`src/bfDefines.svh`:
```
`ifndef BF_DEFINES_SVH
`define BF_DEFINES_SVH

// Graph size limits
`define BF_MAX_NODES 16
`define BF_NODE_W 4
`define BF_MAX_EDGES 64
`define BF_EDGE_ADDR_W 6

// Signed weight per edge
`define BF_WEIGHT_W 8

// Distance is wider than a weight so that 15 summed weights cannot overflow
`define BF_DIST_W 12

`define BF_FIFO_DEPTH 4 // Power of two

`endif

```
`src/bfPkg.sv`:
```
`default_nettype none

`include "bfDefines.svh"

package bfPkg;

    typedef logic [`BF_NODE_W-1:0] nodeT;

    typedef logic signed [`BF_WEIGHT_W-1:0] weightT;

    typedef logic [`BF_EDGE_ADDR_W-1:0] edgeAddrT;

    // Holds 0 to BF_MAX_EDGES inclusive
    typedef logic [`BF_EDGE_ADDR_W:0] edgeCountT;

    typedef struct packed {
        logic inf; // Node not reached yet
        logic signed [`BF_DIST_W-1:0] value;
    } distT;

    // One edge memory word
    typedef struct packed {
        nodeT src;
        nodeT dst;
        weightT weight;
    } edgeT;

endpackage

`default_nettype wire

```
`src/bellmanFord.sv`:
```
`timescale 1ns/1ps
`default_nettype none

module bellmanFord
(
    input wire clock,
    input wire reset,
    input wire start,
    input wire bfPkg::nodeT sourceNode,
    input wire bfPkg::nodeT numNodes,
    input wire bfPkg::edgeCountT numEdges,
    output bfPkg::edgeAddrT edgeAddr,
    input wire bfPkg::edgeT edgeData,
    output logic done,
    output logic negCycle,
    input wire bfPkg::nodeT resultNode,
    output bfPkg::distT resultDist
);

    // Fetcher to FIFO
    logic fetchValid;
    logic fetchReady;
    bfPkg::edgeT fetchEdge;
    logic fetchLast;

    // FIFO to relaxer
    logic relaxValid;
    logic relaxReady;
    bfPkg::edgeT relaxEdge;
    logic relaxLast;

    logic initTable;
    logic passStart;
    logic passDone;
    logic passUpdated;

    edgeFetcher fetcher
    (
        .clock(clock),
        .reset(reset),
        .passStart(passStart),
        .numEdges(numEdges),
        .edgeAddr(edgeAddr),
        .edgeData(edgeData),
        .outValid(fetchValid),
        .outReady(fetchReady),
        .outEdge(fetchEdge),
        .outLast(fetchLast)
    );

    edgeFifo fifo
    (
        .clock(clock),
        .reset(reset),
        .inValid(fetchValid),
        .inReady(fetchReady),
        .inEdge(fetchEdge),
        .inLast(fetchLast),
        .outValid(relaxValid),
        .outReady(relaxReady),
        .outEdge(relaxEdge),
        .outLast(relaxLast)
    );

    relaxUnit relaxer
    (
        .clock(clock),
        .reset(reset),
        .initTable(initTable),
        .sourceNode(sourceNode),
        .inValid(relaxValid),
        .inReady(relaxReady),
        .inEdge(relaxEdge),
        .inLast(relaxLast),
        .passDone(passDone),
        .passUpdated(passUpdated),
        .resultNode(resultNode),
        .resultDist(resultDist)
    );

    passController control
    (
        .clock(clock),
        .reset(reset),
        .start(start),
        .numNodes(numNodes),
        .passDone(passDone),
        .passUpdated(passUpdated),
        .initTable(initTable),
        .passStart(passStart),
        .done(done),
        .negCycle(negCycle)
    );

endmodule

`default_nettype wire

```
`src/edgeFetcher.sv`:
```
`timescale 1ns/1ps
`default_nettype none

`include "bfDefines.svh"

module edgeFetcher
(
    input wire clock,
    input wire reset,
    input wire passStart,
    input wire bfPkg::edgeCountT numEdges,
    output bfPkg::edgeAddrT edgeAddr,
    input wire bfPkg::edgeT edgeData,
    output logic outValid,
    input wire outReady,
    output bfPkg::edgeT outEdge,
    output logic outLast
);

    bfPkg::edgeAddrT addrReg;
    bfPkg::edgeAddrT lastAddr;
    logic active;
    logic issue;
    logic emptyPass;
    logic reqValid; // edgeData answers last cycle's address
    logic reqLast;
    logic holdValid;
    logic holdLast;
    bfPkg::edgeT holdEdge;

    assign lastAddr = bfPkg::edgeAddrT'(numEdges - 1'b1);
    assign emptyPass = passStart & (numEdges == '0);
    assign edgeAddr = addrReg;

    // Held word goes first, the word in flight waits behind it
    assign outValid = holdValid | reqValid;
    assign outEdge = holdValid ? holdEdge : edgeData;
    assign outLast = holdValid ? holdLast : reqLast;

    // Next address only when the word now arriving has somewhere to go
    assign issue = active & (holdValid ? outReady : (outReady | ~reqValid));

    always_ff @(posedge clock)
    begin
        if (reset)
        begin
            active <= 1'b0;
            addrReg <= '0;
            reqValid <= 1'b0;
            holdValid <= 1'b0;
        end
        else
        begin
            reqValid <= issue;
            if (passStart)
            begin
                addrReg <= '0;
                active <= (numEdges != '0);
            end
            else if (issue)
            begin
                addrReg <= addrReg + 1'b1;
                if (addrReg == lastAddr)
                    active <= 1'b0; // Final address of the pass sent
            end

            if (emptyPass)
                holdValid <= 1'b1;
            else if (holdValid && outReady)
                holdValid <= 1'b0;
            else if (reqValid && !outReady)
                holdValid <= 1'b1;
        end
    end

    always_ff @(posedge clock)
    begin
        reqLast <= issue & (addrReg == lastAddr);
        // A pass without edges sends a zero-weight self-loop on node 0, which never relaxes
        if (emptyPass)
        begin
            holdEdge <= '0;
            holdLast <= 1'b1;
        end
        else if (!holdValid && reqValid && !outReady)
        begin
            holdEdge <= edgeData;
            holdLast <= reqLast;
        end
    end

endmodule

`default_nettype wire

```
`src/edgeFifo.sv`:
```
`timescale 1ns/1ps
`default_nettype none

`include "bfDefines.svh"

module edgeFifo
#(
    parameter int depth = `BF_FIFO_DEPTH
)
(
    input wire clock,
    input wire reset,
    input wire inValid,
    output logic inReady,
    input wire bfPkg::edgeT inEdge,
    input wire inLast,
    output logic outValid,
    input wire outReady,
    output bfPkg::edgeT outEdge,
    output logic outLast
);

    localparam int ptrW = $clog2(depth);

    bfPkg::edgeT edgeMem [depth];
    logic lastMem [depth];
    logic [ptrW-1:0] wrPtr;
    logic [ptrW-1:0] rdPtr;
    logic [ptrW:0] count;
    logic push;
    logic pop;

    // Count reaches depth only with its top bit set
    assign inReady = ~count[ptrW];
    assign outValid = (count != '0);
    assign push = inValid & inReady;
    assign pop = outValid & outReady;

    assign outEdge = edgeMem[rdPtr];
    assign outLast = lastMem[rdPtr];

    always_ff @(posedge clock)
    begin
        if (reset)
        begin
            wrPtr <= '0;
            rdPtr <= '0;
            count <= '0;
        end
        else
        begin
            if (push)
                wrPtr <= wrPtr + 1'b1; // Wraps because depth is a power of two
            if (pop)
                rdPtr <= rdPtr + 1'b1;
            if (push && !pop)
                count <= count + 1'b1;
            else if (pop && !push)
                count <= count - 1'b1;
        end
    end

    always_ff @(posedge clock)
    begin
        if (push)
        begin
            edgeMem[wrPtr] <= inEdge;
            lastMem[wrPtr] <= inLast;
        end
    end

endmodule

`default_nettype wire

```
`src/passController.sv`:
```
`timescale 1ns/1ps
`default_nettype none

`include "bfDefines.svh"

module passController
(
    input wire clock,
    input wire reset,
    input wire start,
    input wire bfPkg::nodeT numNodes,
    input wire passDone,
    input wire passUpdated,
    output logic initTable,
    output logic passStart,
    output logic done,
    output logic negCycle
);

    typedef enum logic [1:0] {idle, init, running, finished} stateT;

    stateT state;
    bfPkg::nodeT passCount; // Passes completed in this run
    logic checkPass;

    // Pass numNodes is the extra one that looks for a negative cycle
    assign checkPass = ({1'b0, passCount} + 1'b1) >= {1'b0, numNodes};

    always_ff @(posedge clock)
    begin
        if (reset)
        begin
            state <= idle;
            initTable <= 1'b0;
            passStart <= 1'b0;
            done <= 1'b0;
            negCycle <= 1'b0;
            passCount <= '0;
        end
        else
        begin
            initTable <= 1'b0;
            passStart <= 1'b0;
            case (state)
                idle, finished:
                    if (start)
                    begin
                        state <= init;
                        initTable <= 1'b1;
                        done <= 1'b0;
                        negCycle <= 1'b0;
                        passCount <= '0;
                    end
                init:
                begin
                    state <= running;
                    passStart <= 1'b1;
                end
                running:
                    if (passDone)
                    begin
                        passCount <= passCount + 1'b1;
                        if (!passUpdated || checkPass)
                        begin
                            state <= finished;
                            done <= 1'b1;
                            negCycle <= passUpdated; // Still improving after numNodes-1 passes
                        end
                        else
                            passStart <= 1'b1;
                    end
                default:
                    state <= idle;
            endcase
        end
    end

endmodule

`default_nettype wire

```
`src/relaxUnit.sv`:
```
`timescale 1ns/1ps
`default_nettype none

`include "bfDefines.svh"

module relaxUnit
(
    input wire clock,
    input wire reset,
    input wire initTable,
    input wire bfPkg::nodeT sourceNode,
    input wire inValid,
    output logic inReady,
    input wire bfPkg::edgeT inEdge,
    input wire inLast,
    output logic passDone,
    output logic passUpdated,
    input wire bfPkg::nodeT resultNode,
    output bfPkg::distT resultDist
);

    bfPkg::distT distTable [`BF_MAX_NODES];
    bfPkg::distT srcDist;
    bfPkg::distT dstDist;
    logic signed [`BF_DIST_W-1:0] newValue;
    logic take;
    logic relax;
    logic updatedSoFar;

    assign inReady = 1'b1; // Takes one edge every cycle
    assign take = inValid & inReady;

    assign srcDist = distTable[inEdge.src];
    assign dstDist = distTable[inEdge.dst];
    assign newValue = $signed(srcDist.value) + $signed(inEdge.weight);

    // Only a reached source can improve its neighbour
    assign relax = take & ~srcDist.inf
        & (dstDist.inf | (newValue < $signed(dstDist.value)));

    assign resultDist = distTable[resultNode];

    always_ff @(posedge clock)
    begin
        if (initTable)
        begin
            for (int i = 0; i < `BF_MAX_NODES; i++)
            begin
                distTable[i].inf <= (bfPkg::nodeT'(i) != sourceNode);
                distTable[i].value <= '0;
            end
        end
        else if (relax)
        begin
            distTable[inEdge.dst].inf <= 1'b0;
            distTable[inEdge.dst].value <= newValue;
        end
    end

    // Per-pass record of whether any distance moved
    always_ff @(posedge clock)
    begin
        if (reset)
        begin
            passDone <= 1'b0;
            passUpdated <= 1'b0;
            updatedSoFar <= 1'b0;
        end
        else
        begin
            passDone <= take & inLast;
            if (initTable)
                updatedSoFar <= 1'b0;
            else if (take && inLast)
            begin
                passUpdated <= updatedSoFar | relax;
                updatedSoFar <= 1'b0;
            end
            else if (take)
                updatedSoFar <= updatedSoFar | relax;
        end
    end

endmodule

`default_nettype wire

```
`config.mk`:
```
export PLATFORM = sky130hd
export DESIGN_NAME = bellmanFord
export DESIGN_NICKNAME = d
export VERILOG_FILES = /design/src/bfPkg.sv /design/src/bellmanFord.sv /design/src/edgeFetcher.sv /design/src/edgeFifo.sv /design/src/passController.sv /design/src/relaxUnit.sv
export VERILOG_INCLUDE_DIRS = /design/src
export SDC_FILE = /design/constraint.sdc
export NUM_CORES = 1
export LEC_CHECK = 0
export BUFFER_PORTS_ARGS = -buffer_cell sky130_fd_sc_hd__buf_2
export CAP_MARGIN = 30
export CORE_MARGIN = 2
export CORE_UTILIZATION = 63
export DETAILED_ROUTE_END_ITERATION = 8
export GPL_TIMING_DRIVEN = 0
export PLACE_DENSITY = 0.81
export RECOVER_POWER = 25
export SLEW_MARGIN = 25
export SYNTH_ARGS = -nofsm -noshare
export SYNTH_HDL_FRONTEND = slang
export SYNTH_SLANG_ARGS = --single-unit
```
`constraint.sdc`:
```
create_clock -name clock -period 11.82 [get_ports clock]
set_input_delay 2.364 -clock clock [delete_from_list [all_inputs] [get_ports clock]]
set_output_delay 2.364 -clock clock [all_outputs]
set_load 0.005 [all_outputs]
```
* After elaboration in Yosys (flattened, before gate mapping)
Memory sizes are Yosys's and may differ from the RTL's. A register that Yosys moved wholly into a read port is not among the register bits.
Cells that the tools add are included.
** Word-level totals
- Input bits :: 38
- Register bits after elaboration :: 47
- Logic and storage cells :: 148
- Bits in writable memories :: 276
- Output and inout port bits :: 21
- Memories :: 3
** Operators by class
- Reduce and logical (&&, ||, !) cells :: 32
- Add/subtract/negate cells :: 9
- $lt $le $gt $ge :: 2
- Bitwise gates (word level) :: 16
- Eq/ne operators :: 22
- Multiplexer cells :: 43
** Memory list
- relaxer.distTable :: depth 16, width 13, rd ports 3, clocked after memory_dff 0, wr ports 16, line relaxUnit.sv:22 : bfPkg::distT distTable [`BF_MAX_NODES];
- fifo.edgeMem :: depth 4, width 16, rd ports 1, clocked after memory_dff 1, wr ports 1, line edgeFifo.sv:25 : bfPkg::edgeT edgeMem [depth];
- fifo.lastMem :: depth 4, width 1, rd ports 1, clocked after memory_dff 1, wr ports 1, line edgeFifo.sv:26 : logic lastMem [depth];
** Operators by type and width (count)
- 4-bit != test (first input constant) :: 8
- 1-bit two-way mux :: 24
- 16-bit two-way mux :: 1
- 3-bit by 4-bit != test with 1-bit output (first input constant) :: 4
- 2-bit two-way mux :: 7
- 13-bit two-way mux :: 1
- 13-bit OR reduction :: 1
- 12-bit by 8-bit adder with 12-bit output :: 1
- 12-bit less-than comparator :: 1
- 4-bit two-way mux :: 3
- 2-bit by 4-bit != test with 1-bit output (first input constant) :: 2
- 4-bit case mux with 2 select lines :: 1
- 2-bit nonzero test :: 4
- 1-bit AND :: 7
- 1-bit logical AND :: 7
- 7-bit zero test :: 1
- 7-bit nonzero test :: 1
- 6-bit by 1-bit adder with 6-bit output (second input constant) :: 1
- 6-bit equality test :: 1
- 3-bit two-way mux :: 2
- 1-bit case mux with 2 select lines :: 3
- 2-bit case mux with 3 select lines :: 1
- 3-bit AND reduction :: 2
- 3-bit nonzero test :: 2
- 22 further kinds :: 38

* Longest topological paths before layout
An unclocked memory read counts as a cell.
- Depth after elaboration :: 10
- Depth in mapped cells :: 29
- Mapped depth without buffers :: 23

* Cells and area by module
Synthesis repeated with hierarchy kept, for this count alone.
** Second synthesis, totals
- Cells, all modules :: 1306
- Area total of the unflattened synthesis :: 18441.4 µm²
** Modules (own cells, without submodules)
- relaxUnit :: instances 1, cells an instance 935, area each 13447.9 µm², seq. area each 6145.9 µm²
- edgeFifo :: instances 1, cells an instance 135, area each 2939.1 µm², seq. area each 2222.1 µm²
- edgeFetcher :: instances 1, cells an instance 163, area each 1395.1 µm², seq. area each 540.5 µm²
- passController :: instances 1, cells an instance 73, area each 659.4 µm², seq. area each 200.2 µm²

* Least setup slack after synthesis
No wires, ideal clock.
- Path type :: register to register
- Start point :: register with a tool-made name
- End point :: memory relaxer.distTable[9][0] (netlist bit) (enable)
- Period minus slack after synthesis :: 8570 ps
- Cell stages (with the launch flop) :: 29
- Data required time :: 11422 ps
- Data arrival time :: 8172 ps
- Path slack :: 3250 ps
- Library setup time :: 398 ps
- Buffers on the path :: 6
- Path through :: dfxtp_1 mux4_2 buf_4 buf_1 buf_1 mux4_2 a211oi_1 a21oi_1 ha_1 fa_1 a21o_1 a21oi_1 o21bai_1 a21oi_1 o21ai_0 and4b_1 nor3_1 clkbuf_1 inv_1 ha_1 a2111oi_0 o21ai_0 o32ai_1 nand4_1 nand4_1 nand2_1 clkbuf_1 buf_2 o21ai_0
** RTL lines (line)
- to (decl) :: relaxUnit.sv:22

==> out/qor.yml <==
met3_length_um: 5580
synth.distinct_cells: 54
grt_max_degree: 18
cts_root_buf: "clkbuf_16"
period_share_pct: 93.2
routed_wl_um: 54600
clockBufferDepth: 3
routed.top_layer: "met4"
dieHeight_um: 176
dieArea_um2: 31000
cts_buffers: 35
final_layout_size_suffix_gt1_share_pct: 23.4
ys_ff_latch: 325
yosysWarnings: 0
syn_inst: 1445
grt_pass1_wl_um: 82600
endpoint_kind: "flip-flop"
die-width_um: 176
slowest_stage: "clkbuf_1"
io_pins: 59
viasPerCell: 7.19
rsz0062_at_grt: "no"
vias: 14100
grt_usage_pct: 36.0
port-buffer-count: 55
synth_top_family_by_area: "multiplexers"
firstDrtPassIters: 6
fin_tns_setup_ns: 0
critPathMaxFanout: 10
path_class: "flip-flop to flip-flop"
cts.sink_count: 325
n_antenna_cell: 0
synth-simple-area-share_pct: 12.3
required_ns: 12.09
drt-met1-wl_um: 19300
hold_violations: 0
fmax_ghz: 0.0908
drt-initial-drc-count: 2062
seq_area_um2: 9110
postSynthAreaPerCell_um2: 12.9
dr_wl_met2_um: 26100
crit_path_frequent_cell: "clkbuf_1"
synth_compound_area_share_pct: 5.92
placementRows: 62
n_fill_cell: 1960
yosysSeqAreaShare_pct: 48.9
synth-xor-area-share_pct: 1.41
hp-class: "flip-flop to flip-flop"
start_util_pct: 64.4
drc: 0
slew_headroom_pct: 15.4
crit_family: "buffers and inverters"
gr-total-overflow: 0
synthToLayoutAreaGrowth_pct: 11.2
period_needed_ns: 11.02
core_area_um2: 28900
clkSlewWorstSetupHoldPaths_ns: 0.06
slowest_delay_ns: 0.77
setup_violations: 0
post_cts_buffers: 0
synth_flop_cell: "edfxtp_1"
dp_hpwl_um: 40700
ctsResizeCount: 0
antenna_found_initial: 0
layout_commonest_cell: "edfxtp_1"
synth_edf_count: 260
wl_per_cell_um: 27.8
clock_latency_ns: 0.53
final_cell_mix: "edfxtp_1 (260), nor3_1 (178), mux4_2 (176)"
nets: 1628
gp_congestion: 1.01
htreeDepth: 2
max-cap-violations: 0
synthesis.nets: 1521
grt_pass1_vias: 14100
cp-start-kind: "flip-flop"
tritoncts: "yes"
path_buf_inv: 10
worstPathArrival_ns: 11.28
outcome: "completed"
multiInputGateArea_um2: 8790
synth_mux_area_share_pct: 24.7
fin_skew_ns: 0.0238
worstMarginPinSlew_ns: 1.27
syn_area_um2: 18600
ant_nets: 0
synthArstFlopShare_pct: 0
postCtsHoldBufs: 0
maxSlewViolCount: 0
synth-adder-area-share_pct: 2.59
[cells in the mapped netlist, drive strengths merged, types with 2 or more instances]
cell type | n | area (µm²)
mux2 | 20 | 225
nor2 | 62 | 233
o2111a | 2 | 22.5
inv | 32 | 120
a31o | 2 | 17.5
o21ai | 28 | 140
nand2 | 110 | 413
or2 | 6 | 37.5
a211o | 2 | 17.5
clkinv | 2 | 7.51
a21oi | 82 | 410
xor2 | 11 | 96.3
nor3 | 178 | 891
clkbuf | 79 | 297
xnor2 | 19 | 166
nand4 | 10 | 62.6
a31oi | 19 | 119
edfxtp | 260 | 7810
mux4 | 176 | 3960
nor2b | 22 | 138
and2 | 7 | 43.8
mux2i | 41 | 410
ha | 37 | 463
buf | 62 | 353
nor4 | 26 | 225
dfxtp | 65 | 1300
o21a | 11 | 82.6
and3 | 2 | 12.5
nand3 | 8 | 40.0
or3 | 3 | 18.8
or4 | 13 | 101
a211oi | 17 | 128
nand2b | 4 | 25.0
a22oi | 5 | 37.5
a21o | 8 | 60.1
nand3b | 2 | 15.0
[routing by layer]
layer	GRT usage (%)	vias to the layer above
li1	-	5891
met1	46.9	6888
met2	58.3	1088
met3	5.77	242
met4	20.5	0
met5	0	-
[kinds of logic (layout without fill, tap and decap cells)]
kind of cell / Yosys count / in the layout
and+or+nand+nor: 458 / 458
DFF: 325 / 325
muxes: 237 / 237
AOI/OAI and AO/OA: 182 / 182
buffers and inverters: 175 / 308
adders and majority gates: 38 / 38
xor gates and xnor gates: 30 / 30
[per-stage QoR]
stage | utilization [%] | setup WS [ns] | instance area, µm² | hold WS, ns | instances
finish | 71.6 | 0.803 | 20700 | 0.453 | 1962
global route | 71.6 | 0.476 | 20700 | 0.480 | 1962
CTS | 71.5 | 1.21 | 20700 | 0.455 | 1959
detailed placement | 67.6 | 1.32 | 19500 | 0.446 | 1896
global placement | 67.0 | 0.211 | 19400 | 0.438 | 1884
floorplan | - | 3.25 | 18600 | 0.425 | 1445
[final cells by class]
cell class / count / area share [%]
clock buffer: 47 / 4.84
tap: 384 / 2.32
clock inverter: 16 / 0.718
sequential: 325 / 44.0
timing repair buffer: 70 / 2.00
inverter: 34 / 0.616
multi-input combinational: 945 / 42.4
buffer: 141 / 3.15
[worst register-to-register path, delay by kind of cell, from the launching register on]
| kind | cells | cell delay [ns] |
|---|---|---|
| flops | 1 | 0.39 |
| fa+ha+maj | 3 | 1.10 |
| simple gates | 4 | 1.08 |
| buf+inv | 10 | 4.31 |
| mux | 3 | 0.86 |
| compound gates | 11 | 3.03 |
[final timing paths]
check / startpoint / end / slack (ns) / cells past startpoint
worst min register to register: fetcher.holdEdge[0] / fetcher.holdEdge[0] / 0.45 / 2
worst min-delay path: fetcher.holdEdge[0] / fetcher.holdEdge[0] / 0.45 / 2
worst max-delay path: flip-flop / relaxer.distTable[8][7] / 0.80 / 31
worst max register to register: flip-flop / relaxer.distTable[8][7] / 0.80 / 31
[registers in the layout (all words and copies together) (netlist names), 2 cells and up, named ones only]
name               flops
fifo.count             3
control.passCount      4
fifo.edgeMem          64
control.state          2
fifo.wrPtr             2
relaxer.distTable    208
fetcher.edgeAddr       6
fifo.rdPtr             2
fifo.lastMem           4
fetcher.holdEdge      16
Power is left out: the tool's default activity adds up to more than one toggle a clock period on the data nets, which glitch-free logic cannot reach.
